<file path="config.mk">
export PLATFORM = sky130hd
export DESIGN_NAME = uart_debug_loader
export DESIGN_NICKNAME = d
export VERILOG_FILES = /design/src/design/dbg_proto_pkg.sv /design/src/design/uart_cfg_pkg.sv /design/src/design/dbg_cmd_engine.sv /design/src/design/rx_byte_fifo.sv /design/src/design/uart_debug_loader.sv /design/src/design/uart_rx_deser.sv
export SDC_FILE = /design/constraint.sdc
export NUM_CORES = 1
export LEC_CHECK = 0
export BUFFER_PORTS_ARGS = -buffer_cell sky130_fd_sc_hd__buf_4
export CAP_MARGIN = 10
export CELL_PAD_IN_SITES_DETAIL_PLACEMENT = 1
export CELL_PAD_IN_SITES_GLOBAL_PLACEMENT = 2
export CORE_MARGIN = 2
export CORE_UTILIZATION = 38
export DETAILED_ROUTE_END_ITERATION = 7
export GPL_ROUTABILITY_DRIVEN = 0
export PLACE_DENSITY = 0.82
export SLEW_MARGIN = 20
export SYNTH_ARGS = -nofsm -noshare
export SYNTH_HDL_FRONTEND = slang
export SYNTH_SLANG_ARGS = --single-unit
</file>
<file path="constraint.sdc">
create_clock -name clk -period 17.8 [get_ports clk]
set_input_delay 0 -clock clk [delete_from_list [all_inputs] [get_ports clk]]
set_output_delay 0 -clock clk [all_outputs]
set_load 0.05 [all_outputs]
</file>
<file path="src/design/dbg_proto_pkg.sv">
/*
 * Debug protocol package
 * Command codes, field sizes and the memory write port record
 */
package dbg_proto_pkg;

  //////////////////////////////////////////////////
  // Command codes
  //////////////////////////////////////////////////

  // READ is known but needs a transmit path, so it is refused
  typedef enum logic [7:0] {
    CmdRead  = 8'h11,
    CmdWrite = 8'h12,
    CmdExec  = 8'h13
  } cmd_e;

  //////////////////////////////////////////////////
  // Fields and memory port
  //////////////////////////////////////////////////

  // Address and length fields, little-endian on the wire
  localparam int unsigned FieldBytes = 8;

  typedef logic [8*FieldBytes-1:0] addr_t;

  // One byte write
  typedef struct packed {
    addr_t      addr;
    logic [7:0] data;
  } mem_wr_t;

endpackage

</file>
<file path="src/design/uart_cfg_pkg.sv">
/*
 * UART configuration package
 * Frame constants and the received-byte record used along the receive path
 */
package uart_cfg_pkg;

  //////////////////////////////////////////////////
  // Frame format
  //////////////////////////////////////////////////

  // Data bits per frame, sent LSB first
  localparam int unsigned DataBits = 8;

  // Line levels
  localparam logic IdleLevel  = 1'b1;
  localparam logic StartLevel = 1'b0;
  localparam logic StopLevel  = 1'b1;

  //////////////////////////////////////////////////
  // Received byte
  //////////////////////////////////////////////////

  // Parity error also flags a broken stop bit
  typedef struct packed {
    logic [DataBits-1:0] data;
    logic                parity_err;
  } rx_byte_t;

endpackage

</file>
<file path="src/design/dbg_cmd_engine.sv">
/*
 * Debug command engine
 * Decodes WRITE and EXEC commands into byte writes and a launch pulse
 */
`timescale 1ns/1ns

module dbg_cmd_engine (
  input  logic                   clk,
  input  logic                   arst_n_i,
  input  uart_cfg_pkg::rx_byte_t byte_i,
  input  logic                   empty_i,
  output logic                   pop_o,
  input  logic                   mem_stall_i,
  output logic                   mem_we_o,
  output dbg_proto_pkg::mem_wr_t mem_wr_o,
  output logic                   exec_o,
  output dbg_proto_pkg::addr_t   exec_addr_o,
  output logic                   err_o
);

  import dbg_proto_pkg::*;

  localparam int unsigned CntW = $clog2(FieldBytes);

  typedef enum logic [2:0] {EngIdle, EngAddr, EngLen, EngData, EngEntry} eng_state_e;

  eng_state_e      state_q;
  logic [CntW-1:0] cnt_q;
  addr_t           addr_q;
  addr_t           len_q;
  addr_t           addr_next;
  addr_t           len_next;
  mem_wr_t         wr_q;
  logic            we_pend_q;
  logic            field_last;
  logic            take;

  // One byte per cycle and none while memory stalls
  assign pop_o      = ~empty_i & ~mem_stall_i;
  assign take       = pop_o & ~byte_i.parity_err;
  assign field_last = cnt_q == CntW'(FieldBytes - 1);

  // Little-endian fields shift in from the top
  assign addr_next = {byte_i.data, addr_q[$bits(addr_t)-1:8]};
  assign len_next  = {byte_i.data, len_q[$bits(addr_t)-1:8]};

  assign mem_we_o    = we_pend_q & ~mem_stall_i;
  assign mem_wr_o    = wr_q;
  assign exec_addr_o = addr_q;

  //////////////////////////////////////////////////
  // Command FSM
  //////////////////////////////////////////////////

  always_ff @(posedge clk or negedge arst_n_i) begin
    if (!arst_n_i) begin
      state_q   <= EngIdle;
      cnt_q     <= '0;
      we_pend_q <= 1'b0;
      exec_o    <= 1'b0;
      err_o     <= 1'b0;
    end else begin
      exec_o <= 1'b0;
      err_o  <= 1'b0;
      if (mem_we_o) we_pend_q <= 1'b0;
      if (pop_o && byte_i.parity_err) begin
        // Corrupted byte kills the command in flight
        state_q <= EngIdle;
        cnt_q   <= '0;
        err_o   <= 1'b1;
      end else if (pop_o) begin
        cnt_q <= field_last ? '0 : cnt_q + 1'b1;
        case (state_q)
          EngIdle: begin
            cnt_q <= '0;
            case (cmd_e'(byte_i.data))
              CmdWrite: state_q <= EngAddr;
              CmdExec:  state_q <= EngEntry;
              // No reply channel for reads
              CmdRead:  err_o <= 1'b1;
              default:  err_o <= 1'b1;
            endcase
          end
          EngAddr: if (field_last) state_q <= EngLen;
          EngLen: if (field_last) begin
            // Zero length writes nothing
            state_q <= (len_next == '0) ? EngIdle : EngData;
          end
          EngData: begin
            we_pend_q <= 1'b1;
            if (len_q == addr_t'(1)) state_q <= EngIdle;
          end
          EngEntry: if (field_last) begin
            state_q <= EngIdle;
            exec_o  <= 1'b1;
          end
          default: state_q <= EngIdle;
        endcase
      end
    end
  end

  // Address, remaining length and write payload
  always_ff @(posedge clk) begin
    if (take) begin
      case (state_q)
        EngAddr, EngEntry: addr_q <= addr_next;
        EngLen: len_q <= len_next;
        EngData: begin
          wr_q.addr <= addr_q;
          wr_q.data <= byte_i.data;
          addr_q    <= addr_q + 1'b1;
          len_q     <= len_q - 1'b1;
        end
        default: ;
      endcase
    end
  end

  // A stalled write is neither dropped nor overwritten
  a_no_we_in_stall: assert property (
    @(posedge clk) disable iff (!arst_n_i)
      we_pend_q && mem_stall_i |=> we_pend_q && $stable(wr_q)
  );

endmodule

</file>
<file path="src/design/rx_byte_fifo.sv">
/*
 * Receive byte FIFO
 * Circular buffer between the UART receiver and the command engine
 */
`timescale 1ns/1ns

module rx_byte_fifo #(
  parameter int unsigned FifoDepth = 8
) (
  input  logic                   clk,
  input  logic                   arst_n_i,
  input  logic                   push_i,
  input  uart_cfg_pkg::rx_byte_t data_i,
  input  logic                   pop_i,
  output uart_cfg_pkg::rx_byte_t data_o,
  output logic                   empty_o,
  output logic                   overflow_o
);

  import uart_cfg_pkg::*;

  localparam int unsigned PtrW = $clog2(FifoDepth);

  rx_byte_t        mem_q [FifoDepth];
  logic [PtrW-1:0] wr_ptr_q;
  logic [PtrW-1:0] rd_ptr_q;
  logic [PtrW:0]   count_q;
  logic            full;
  logic            do_push;
  logic            do_pop;

  assign full    = count_q == (PtrW+1)'(FifoDepth);
  assign empty_o = count_q == '0;
  // Bytes arriving while full are lost
  assign do_push = push_i & ~full;
  assign do_pop  = pop_i & ~empty_o;
  assign data_o  = mem_q[rd_ptr_q];

  always_ff @(posedge clk or negedge arst_n_i) begin
    if (!arst_n_i) begin
      wr_ptr_q   <= '0;
      rd_ptr_q   <= '0;
      count_q    <= '0;
      overflow_o <= 1'b0;
    end else begin
      if (do_push) wr_ptr_q <= wr_ptr_q + 1'b1;
      if (do_pop) rd_ptr_q <= rd_ptr_q + 1'b1;
      count_q <= count_q + (PtrW+1)'(do_push) - (PtrW+1)'(do_pop);
      if (push_i && full) overflow_o <= 1'b1;
    end
  end

  always_ff @(posedge clk) begin
    if (do_push) mem_q[wr_ptr_q] <= data_i;
  end

  a_no_pop_empty: assert property (
    @(posedge clk) disable iff (!arst_n_i) pop_i |-> !empty_o
  );

endmodule

</file>
<file path="src/design/uart_debug_loader.sv">
/*
 * UART debug loader top level
 * Receiver, byte FIFO and command engine in a chain
 */
`timescale 1ns/1ns

module uart_debug_loader #(
  parameter int unsigned ClkPerBaud = 16,
  parameter int unsigned ParityEna  = 0,
  parameter int unsigned FifoDepth  = 8
) (
  input  logic                   clk,
  input  logic                   arst_n_i,
  input  logic                   rx_i,
  input  logic                   mem_stall_i,
  output logic                   mem_we_o,
  output dbg_proto_pkg::mem_wr_t mem_wr_o,
  output logic                   exec_o,
  output dbg_proto_pkg::addr_t   exec_addr_o,
  output logic                   err_o,
  output logic                   overflow_o
);

  import uart_cfg_pkg::*;

  rx_byte_t rx_byte;
  rx_byte_t fifo_byte;
  logic     byte_valid;
  logic     fifo_empty;
  logic     fifo_pop;

  // Serial line to bytes
  uart_rx_deser #(
    .ClkPerBaud ( ClkPerBaud ),
    .ParityEna  ( ParityEna  )
  ) rx_deser_i (
    .clk          ( clk        ),
    .arst_n_i     ( arst_n_i   ),
    .rx_i         ( rx_i       ),
    .byte_valid_o ( byte_valid ),
    .byte_o       ( rx_byte    )
  );

  rx_byte_fifo #(
    .FifoDepth ( FifoDepth )
  ) byte_fifo_i (
    .clk        ( clk        ),
    .arst_n_i   ( arst_n_i   ),
    .push_i     ( byte_valid ),
    .data_i     ( rx_byte    ),
    .pop_i      ( fifo_pop   ),
    .data_o     ( fifo_byte  ),
    .empty_o    ( fifo_empty ),
    .overflow_o ( overflow_o )
  );

  // Bytes to memory writes and launch
  dbg_cmd_engine cmd_engine_i (
    .clk         ( clk         ),
    .arst_n_i    ( arst_n_i    ),
    .byte_i      ( fifo_byte   ),
    .empty_i     ( fifo_empty  ),
    .pop_o       ( fifo_pop    ),
    .mem_stall_i ( mem_stall_i ),
    .mem_we_o    ( mem_we_o    ),
    .mem_wr_o    ( mem_wr_o    ),
    .exec_o      ( exec_o      ),
    .exec_addr_o ( exec_addr_o ),
    .err_o       ( err_o       )
  );

endmodule

</file>
<file path="src/design/uart_rx_deser.sv">
/*
 * UART receiver
 * Samples the serial line at mid-bit and emits bytes with a parity flag
 */
`timescale 1ns/1ns

module uart_rx_deser #(
  parameter int unsigned ClkPerBaud = 16,
  parameter int unsigned ParityEna  = 0
) (
  input  logic                   clk,
  input  logic                   arst_n_i,
  input  logic                   rx_i,
  output logic                   byte_valid_o,
  output uart_cfg_pkg::rx_byte_t byte_o
);

  import uart_cfg_pkg::*;

  localparam int unsigned BaudW = $clog2(ClkPerBaud);
  localparam int unsigned BitW  = $clog2(DataBits);

  typedef enum logic [2:0] {RxIdle, RxStart, RxData, RxParity, RxStop} rx_state_e;

  rx_state_e           state_q;
  logic [1:0]          sync_q;
  logic                rx_prev_q;
  logic [BaudW-1:0]    baud_cnt_q;
  logic [BitW-1:0]     bit_cnt_q;
  logic [DataBits-1:0] shift_q;
  logic                par_err_q;
  logic                rx_s;
  logic                start_edge;
  logic                start_mid;
  logic                bit_mid;

  assign rx_s       = sync_q[1];
  assign start_edge = (rx_prev_q == IdleLevel) && (rx_s == StartLevel);
  // Start bit is checked half a bit in and the rest one full bit apart
  assign start_mid  = baud_cnt_q == BaudW'(ClkPerBaud/2 - 1);
  assign bit_mid    = baud_cnt_q == BaudW'(ClkPerBaud - 1);

  // Two-flop synchronizer plus edge history
  always_ff @(posedge clk or negedge arst_n_i) begin
    if (!arst_n_i) begin
      sync_q    <= {2{IdleLevel}};
      rx_prev_q <= IdleLevel;
    end else begin
      sync_q    <= {sync_q[0], rx_i};
      rx_prev_q <= rx_s;
    end
  end

  //////////////////////////////////////////////////
  // Frame sequencing
  //////////////////////////////////////////////////

  always_ff @(posedge clk or negedge arst_n_i) begin
    if (!arst_n_i) begin
      state_q      <= RxIdle;
      baud_cnt_q   <= '0;
      bit_cnt_q    <= '0;
      byte_valid_o <= 1'b0;
    end else begin
      byte_valid_o <= 1'b0;
      baud_cnt_q   <= baud_cnt_q + 1'b1;
      case (state_q)
        RxIdle: begin
          baud_cnt_q <= '0;
          if (start_edge) state_q <= RxStart;
        end
        RxStart: if (start_mid) begin
          baud_cnt_q <= '0;
          bit_cnt_q  <= '0;
          // High at mid start bit means a glitch
          state_q    <= (rx_s == StartLevel) ? RxData : RxIdle;
        end
        RxData: if (bit_mid) begin
          baud_cnt_q <= '0;
          bit_cnt_q  <= bit_cnt_q + 1'b1;
          if (bit_cnt_q == BitW'(DataBits - 1)) begin
            state_q <= (ParityEna != 0) ? RxParity : RxStop;
          end
        end
        RxParity: if (bit_mid) begin
          baud_cnt_q <= '0;
          state_q    <= RxStop;
        end
        RxStop: if (bit_mid) begin
          baud_cnt_q   <= '0;
          byte_valid_o <= 1'b1;
          state_q      <= RxIdle;
        end
        default: state_q <= RxIdle;
      endcase
    end
  end

  // Data path, shifted in LSB first
  always_ff @(posedge clk) begin
    if (state_q == RxStart && start_mid) par_err_q <= 1'b0;
    if (state_q == RxData && bit_mid) shift_q <= {rx_s, shift_q[DataBits-1:1]};
    // Even parity over data and parity bit
    if (state_q == RxParity && bit_mid) par_err_q <= rx_s ^ (^shift_q);
    if (state_q == RxStop && bit_mid) begin
      byte_o.data       <= shift_q;
      byte_o.parity_err <= par_err_q | (rx_s != StopLevel);
    end
  end

  // Next byte needs at least the data and stop bits of a new frame
  a_single_valid: assert property (
    @(posedge clk) disable iff (!arst_n_i)
      byte_valid_o |=> !byte_valid_o [*(DataBits + 1) * ClkPerBaud]
  );

endmodule

</file>
==> metrics.md, run 1 <==
| Metric | Value |
|---|---|
| Critical path's slowest cell | dfrtp_1 |
| Die Wd | 203 microns |
| Flops & latches, synth | 324 |
| Initial antenna violation count | 0 |
| Number of buffers added on ports | 143 |
| Flop2flop setup slack | 14,250 ps |
| HP Class | in -> reg |
| Crit-path cells | mux4_2, mux2i_1, nand2_1, nor2_4, buf_4 |
| Critical Path Start | byte_fifo_i.rd_ptr_q[1]$_DFFE_PN0P_ |
| Placement Cell Area | 16,700 sq um |
| Worst EP arrival | 3680 ps |
| Die height | 203 microns |
| DRT iter0 DRCs | 641 |
| Largest net degree at the start of global routing | 122 |
| Via density | 5.37 |
| Area contributors post-synth | edfxtp_1, dfrtp_1, nand2_1, xnor2_1, o21ai_0 |
| CTS tree | yes |
| CP endpoint kind | register |
| Cell with the most instances after synthesis | edfxtp_1 |
| Vias in the first global route | 10.9k |
| Top post-synthesis cells by count | edfxtp_1, nand2_1, o21ai_0 |
| Site row count | 72 |
| All-Layer GR Usage | 18.8% |
| Detailed-route wire length | 38.3 mm |
| Num CTS Buffers | 37 |
| PwrDens | 118 nW/um^2 |
| Reg2reg start | byte_fifo_i.rd_ptr_q[1]$_DFFE_PN0P_ |
| Mean post-synth cell area | 12.4 sq um |
| Fraction of the mapped netlist area in simple logic gates | 15.3% |
| Largest family of logic cells by synthesized area | simple AND/OR/NAND/NOR gates |
| First-pass GRT wire length | 61.6 mm |
| Warnings, synthesis | 0 |
| Synth Instances | 1,215 |
| Final Cell Area | 18,000 sq um |
| Period utilisation layout | 20.0% |
| RSZ-0062 raised after global routing | no |
| Number of flops mapped to enable cells by yosys | 290 |
| Detailed Place HPWL | 25.5 mm |
| Overflow after GRT | 0 |
| Synth Net Count | 1,236 |
| Startpoint types | register |
| Clock transition at the registers of the reported paths | 60 ps |
| Asr flop ratio synth | 10.5% |
| Final hold vios | 0 |
| Crit Path Category | reg -> reg |
| Post-synth top flop | edfxtp_1 |
| Unique masters post-synth | 61 |
| Post-synthesis sequential area ratio | 63.6% |
| DRC Markers | 0 |
| Clock Latency Late Sink | 530 ps |
| Area of the mapped netlist | 15,000 sq um |
| Worst Clk Skew | 23.9 ps |
| Worst slew pin tran | 1110 ps |
| Post-CTS sizing | 0 |
| # clock sinks | 324 |
| IO Count | 144 |
| Hold Startpoint | rx_i |
| Max Freq | 282 MHz |
| Share of cells above drive strength 1 | 18.7% |
| Post-CTS Repair Setup Buffers | 0 |
| Finish-stage setup viols | 0 |
| Routed via count | 10.2k |
| Final Max Slew Viols | 0 |
| Post-Place Worst Slack | 14,280 ps |
| Core area | 38,800 sq um |
| Post-Synth Adder-Cell Area | 1.46% |
| Wire per inst | 20.1 microns |
| Xor-xnor portion of the synthesized cell area | 7.05% |
| Worst EP required | 17,930 ps |
| Setup TNS | 0 ps |
| Setup ws final | 14,250 ps |
| ANT cells | 0 |
| Synthesis-to-layout area growth | 19.8% |
| Worst Path Max Fanout | 72 |
| Clock Tree Buf Depth | 3 |
| CP peak stage delay | 980 ps |
| MaxCap Viol Count | 0 |
| Share of the synthesized area in the top cell type | 57.9% |
| Layout Nets | 1,378 |
| Effective utilization at floorplan | 38.7% |
| Maximum VDD drop | 0.0796 mV |
| Normalized max-slew margin | 25.9% |
| Routed Antenna Nets | 0 |
| H-tree lvl count | 2 |
| Leakage | 6.33 nW |
| Die ar. | 41,200 sq um |
| Cell taking the most area after synthesis | edfxtp_1 |
| Compound-Gate Fraction of Synth Area | 6.60% |
| Post-layout min period | 3550 ps |
| Multiplexer share of the synthesized area | 3.86% |
| Status | complete, no violations |
| Root Buffer | clkbuf_16 |
| Drt pass-1 iters | 5 |
==> power by group <==
group | switching [mW] | internal, mW | leakage, nW
registers | 0.0850 | 0.895 | 3.05
logic | 0.199 | 0.139 | 2.65
clock network | 0.312 | 0.504 | 0.627
total | 0.596 | 1.54 | 6.33
==> routing by layer <==
metal	wire [microns]	vias up	GRT usage [%]
li1	-	4788	-
met1	17000	5152	25.1
met2	18900	234	32.0
met3	1650	47	2.94
met4	739	0	5.29
met5	0	-	0
==> layout make-up <==
cell class / instances / area [sq um]
clock inverters: 17 / 275
inverters: 29 / 109
clock buffers: 50 / 1020
repair buffers: 156 / 1200
fillers: 4084 / 20800
flip-flops and latches: 324 / 9560
well taps: 518 / 648
multi-input cells: 809 / 5210
==> registers in the layout, indices dropped and copies added (netlist names), 2 cells and up <==
register,flops
byte_fifo_i.mem_q,72
cmd_engine_i.mem_wr_o,72
cmd_engine_i.exec_addr_o,64
cmd_engine_i.len_q,64
rx_deser_i.byte_o,9
rx_deser_i.shift_q,8
byte_fifo_i.count_q,4
rx_deser_i.baud_cnt_q,4
byte_fifo_i.rd_ptr_q,3
byte_fifo_i.wr_ptr_q,3
cmd_engine_i.cnt_q,3
cmd_engine_i.state_q,3
rx_deser_i.bit_cnt_q,3
rx_deser_i.state_q,3
rx_deser_i.sync_q,2
==> cell usage in the layout, fill, tap and decap left out, types with 10 or more instances in the layout <==
cell type and n:
dfrtp_1 30, nor4_1 36, and3_1 17, clkbuf_16 38
o21ai_0 110, inv_1 28, nand2b_1 12, clkbuf_1 10
a31oi_1 20, a21oi_1 13, nand4_1 22, ha_1 16
buf_4 150, mux4_2 13, or3_1 21, mux2_2 16
nand3_1 35, o21ai_1 10, edfxtp_1 290, or4_1 10
nor3_1 21, xnor2_1 68, nand2_1 164, nor2_1 65
xor2_1 53
==> path summary, 6_finish.rpt <==
| check | to | cells past startpoint |
|---|---|---|
| worst max-delay path | cmd_engine_i.mem_wr_o[60]$_DFFE_PP_ | 5 |
| worst min register to register | rx_deser_i.sync_q[1]$_DFF_PN1_ | 0 |
| worst min-delay path | rx_deser_i.sync_q[0]$_DFF_PN1_ | 2 |
| worst max register to register | cmd_engine_i.mem_wr_o[60]$_DFFE_PP_ | 5 |
| max in group asynchronous | byte_fifo_i.rd_ptr_q[0]$_DFFE_PN0P_ | 4 |
| min in group asynchronous | rx_deser_i.sync_q[0]$_DFF_PN1_ | 3 |
==> stage by stage <==
stage | power (mW) | utilization [%] | hold WS, ps | cells
2_1_floorplan | 1.22 | - | -296 | 1215
4_1_cts | 2.16 | 46.4 | 92.7 | 1903
3_5_place_dp | 1.33 | 42.9 | -6.38 | 1831
3_3_place_gp | 1.32 | 42.9 | -3.51 | 1831
6_report | 2.13 | 46.4 | 113 | 1903
5_1_grt | 2.23 | 46.4 | 110 | 1903
==> cells by family (layout without fill, tap and decap cells) <==
family / count (synthesis) / after routing
simple gates: 454 / 454
flops: 324 / 324
fa+ha+maj: 17 / 17
compound gates: 178 / 178
xor+xnor: 121 / 121
buf+inv: 82 / 252
mux: 39 / 39
==> worst max-delay path: cells and delay by family (launching register included) <==
family	cells	cell delay, ps
flops	1	980
mux	2	940
buf+inv	1	810
simple gates	2	390
==> timing repair <==
action | 4_1_cts | 5_1_grt
hold buffers | 5 | 0
endpoints found under the hold margin | 36 | 0
endpoints found under the setup margin | 0 | 0
(Power assumes the default switching activity.)
==> run 2: changes to the inputs <==
Settings changed: ABC_AREA from default to 1, PLACE_DENSITY 0.82 to 0.87.
Clock period 17.8 ns to 3.7 ns, I/O delays scaled along.
==> run 2 against run 1 <==
Clock power grew to 5.1 times the previous value. First-iteration DRC count increased by 30%. Power rose to 5.4 times the previous value. Count of clock-buffer cells in the layout decreased by 3. Clock skew grew 1.2 ps. Synthesized area grew 11%. Critical path depth up 2. Routed wire length grew 31%. Largest power group unchanged.
==> metrics.md, run 2 <==
| Metric | Value |
|---|---|
| Status | complete, no violations |
| PwrDens | 575 nW/um^2 (+390%) |
| Mean post-synth cell area | 9.27 sq um (-25%) |
| Top post-synthesis cells by count | nand2_1, edfxtp_1, nor2_1 |
| Placed cell count | 2,500 (+37%) |
| CTS tree | yes |
| Post-synth top flop | edfxtp_1 |
| Setup ws final | 449 ps (-13,800 ps) |
| Detailed-route wire length | 50.2 mm (+31%) |
| ANT cells | 0 (unchanged) |
| Most frequent cells in the layout | nand2_1, edfxtp_1, nor2_1 |
| Post-synthesis sequential area ratio | 57.4% (-6.1 points) |
| Synth Instances | 1,795 (+48%) |
| Worst EP arrival | 3490 ps (-190 ps) |
| Wire per inst | 19.5 microns (-3.1%) |
| Worst Clk Skew | 25.0 ps (+1.16 ps) |
| Placement Cell Area | 18,500 sq um (+11%) |
| Post-CTS Repair Setup Buffers | 0 (unchanged) |
| Largest net degree at the start of global routing | 108 (-11%) |
| Clock Power Share | 36.3% (-1.9 points) |
| Post-Place Worst Slack | 491 ps (-13,790 ps) |
| Share of cells above drive strength 1 | 15.1% (-3.6 points) |
| Warnings, synthesis | 0 (unchanged) |
| Post-layout min period | 3250 ps (-301 ps) |
| Synthesis-to-layout area growth | 19.5% |
| RSZ-0062 raised after global routing | no |
| Drt pass-1 iters | 5 (unchanged) |
| Worst slew pin tran | 1010 ps (-98.6 ps) |
| DRT iter0 DRCs | 835 (+30%) |
| IO Count | 144 (unchanged) |
| Flops & latches, synth | 324 (unchanged) |
| Clock Tree Buf Depth | 3 (unchanged) |
| Crit Path Category | reg -> reg |
| Combinational share of power | 21.8% (+5.9 points) |
| Final Max Slew Viols | 0 (unchanged) |
| Unique masters post-synth | 49 (-20%) |
| Share of the synthesized area in the top cell type | 52.3% (-5.6 points) |
| Core area | 43,200 sq um (+11%) |
| First-pass GRT wire length | 77.7 mm (+26%) |
| Sequential share of power | 41.9% (-4.0 points) |
| Number of buffers added on ports | 143 (unchanged) |
| Finish-stage setup viols | 0 (unchanged) |
| Routed Antenna Nets | 0 (unchanged) |
| Startpoint types | register |
| Overflow after GRT | 0 (unchanged) |
| Final Util | 46.1% (-0.34 points) |
| Vias in the first global route | 13.6k (+25%) |
| Clock transition at the registers of the reported paths | 60 ps (about the same) |
| Layout Nets | 1,981 (+44%) |
| Cell taking the most area after synthesis | edfxtp_1 |
| Site row count | 76 (+5.6%) |
| P_int | 7.69 mW (+400%) |
| MaxCap Viol Count | 0 (unchanged) |
| Asr flop ratio synth | 10.5% (unchanged) |
| Maximum VDD drop | 0.392 mV (+390%) |
| Effective utilization at floorplan | 38.6% (-0.18 points) |
| Detailed Place HPWL | 36.3 mm (+42%) |
| Initial antenna violation count | 0 (unchanged) |
| Post-CTS sizing | 0 (unchanged) |
| Die ar. | 45,500 sq um (+10%) |
| Sw power | 3.75 mW (+530%) |
| Synth Net Count | 1,816 (+47%) |
| Post-route insts no fill | 2,574 (+35%) |
| All-Layer GR Usage | 22.4% (+3.6 points) |
| Setup TNS | 0 ps (unchanged) |
| Area contributors post-synth | edfxtp_1, nand2_1, nor2_1, dfrtp_1, inv_1 |
| Switching part of the total | 32.8% (+4.9 points) |
| Worst Path Max Fanout | 35 (-51%) |
| Final hold vios | 0 (unchanged) |
| Num CTS Buffers | 38 (+2.7%) |
| Via density | 5.11 (-4.9%) |
| Period utilisation layout | 87.9% (+68 points) |
| Routed via count | 13.2k (+29%) |
| Root Buffer | clkbuf_16 |
| Final Cell Area | 19,900 sq um (+10%) |
| Normalized max-slew margin | 32.1% (+6.2 points) |
| Die Wd | 213 microns (+5.1%) |
| Max Freq | 308 MHz (+9.3%) |
| # clock sinks | 324 (unchanged) |
| Cell with the most instances after synthesis | nand2_1 |
| CP endpoint kind | register |
| Area of the mapped netlist | 16,600 sq um (+11%) |
| Number of flops mapped to enable cells by yosys | 290 (unchanged) |
| Leakage | 7.77 nW (+23%) |
| Clock Latency Late Sink | 570 ps (+40 ps) |
| H-tree lvl count | 2 (unchanged) |
| Worst EP required | 3940 ps (-13,990 ps) |
| DRC Markers | 0 (unchanged) |
| HP Class | in -> reg |
| Most common cell after layout, fill and taps aside | nand2_1 |
| Die height | 213 microns (+5.1%) |
==> run 2: cell count changes in the layout (fill, tap and decap cells not counted), sizes merged, moves of 21 or more <==
cell   before  now
nand2     164  498
nand3      36  106
inv        28  185
nor4       39    8
xnor2      68   37
nor2       68  263
mux2       22    0
or3        21    0
==> run 2: repair_timing <==
item                                    in CTS  in global routing
endpoints found under the setup margin       0                  0
endpoints found under the hold margin       40                  0
hold buffers                                 5                  0
==> run 2: cell families (layout without fill, tap and decap cells) <==
logic type / after synthesis / in the layout / synth area share (%)
xor+xnor: 96 / 96 / 5.05
compound gates: 158 / 158 / 5.16
flops: 324 / 324 / 57.4
buf+inv: 222 / 416 / 5.32
fa+ha+maj: 17 / 17 / 1.32
simple gates: 978 / 978 / 25.7
==> run 2: final timing paths <==
check | startpoint | endpoint | slack [ps] | cells after the start
worst max-delay path | byte_fifo_i.rd_ptr_q[0]$_DFFE_PN0P_ | cmd_engine_i.len_q[9]$_DFFE_PP_ | 450 | 7
worst min-delay path | rx_i | rx_deser_i.sync_q[0]$_DFF_PN1_ | 90 | 2
worst max register to register | byte_fifo_i.rd_ptr_q[0]$_DFFE_PN0P_ | cmd_engine_i.len_q[9]$_DFFE_PP_ | 450 | 7
worst min register to register | rx_deser_i.sync_q[0]$_DFF_PN1_ | rx_deser_i.sync_q[1]$_DFF_PN1_ | 360 | 0
max in group asynchronous | arst_n_i | cmd_engine_i.err_o$_DFF_PN0_ | 2990 | 4
min in group asynchronous | arst_n_i | rx_deser_i.rx_prev_q$_DFF_PN1_ | 510 | 3
==> run 2: layout make-up <==
class | count | area, sq um
clock buffer | 47 | 1050
sequential | 324 | 9560
tap | 585 | 732
timing repair buffer | 163 | 1300
clock inverter | 22 | 315
multi-input combinational | 1249 | 6240
inverter | 184 | 698
fill | 5015 | 23300
==> run 2: power groups by stage <==
stage / registers (mW) / logic (mW) / clock network (mW)
2_1_floorplan: 4.98 / 1.54 / 0
3_3_place_gp: 4.86 / 2.41 / 0
3_5_place_dp: 4.88 / 2.50 / 0
4_1_cts: 4.80 / 2.53 / 4.24
5_1_grt: 4.84 / 2.80 / 4.37
6_report: 4.80 / 2.49 / 4.15
==> run 2: critical path, cell delays in order, from the launching register on <==
cell	delay, ps
dfrtp_1	780
inv_2	450
o21ai_0	330
nand2_1	80
nand2_1	90
nand3_1	340
nor2_4	540
buf_12	270
==> run 2: metrics by stage <==
step	hold slack, ps	power [mW]
final	92.3	11.4
after global routing	86.3	12.0
after global placement	-4.25	7.27
after detailed placement	-7.25	7.38
after floorplan	-296	6.52
after CTS	55.2	11.6
==> run 2: metal layers <==
metal / GRT usage, % / vias up / share of wire (%)
li1: - / 6305 / -
met1: 28.5 / 6483 / 44
met2: 39.1 / 284 / 50
met3: 3.27 / 80 / 3.8
met4: 7.50 / 0 / 2.9
met5: 0 / - / 0
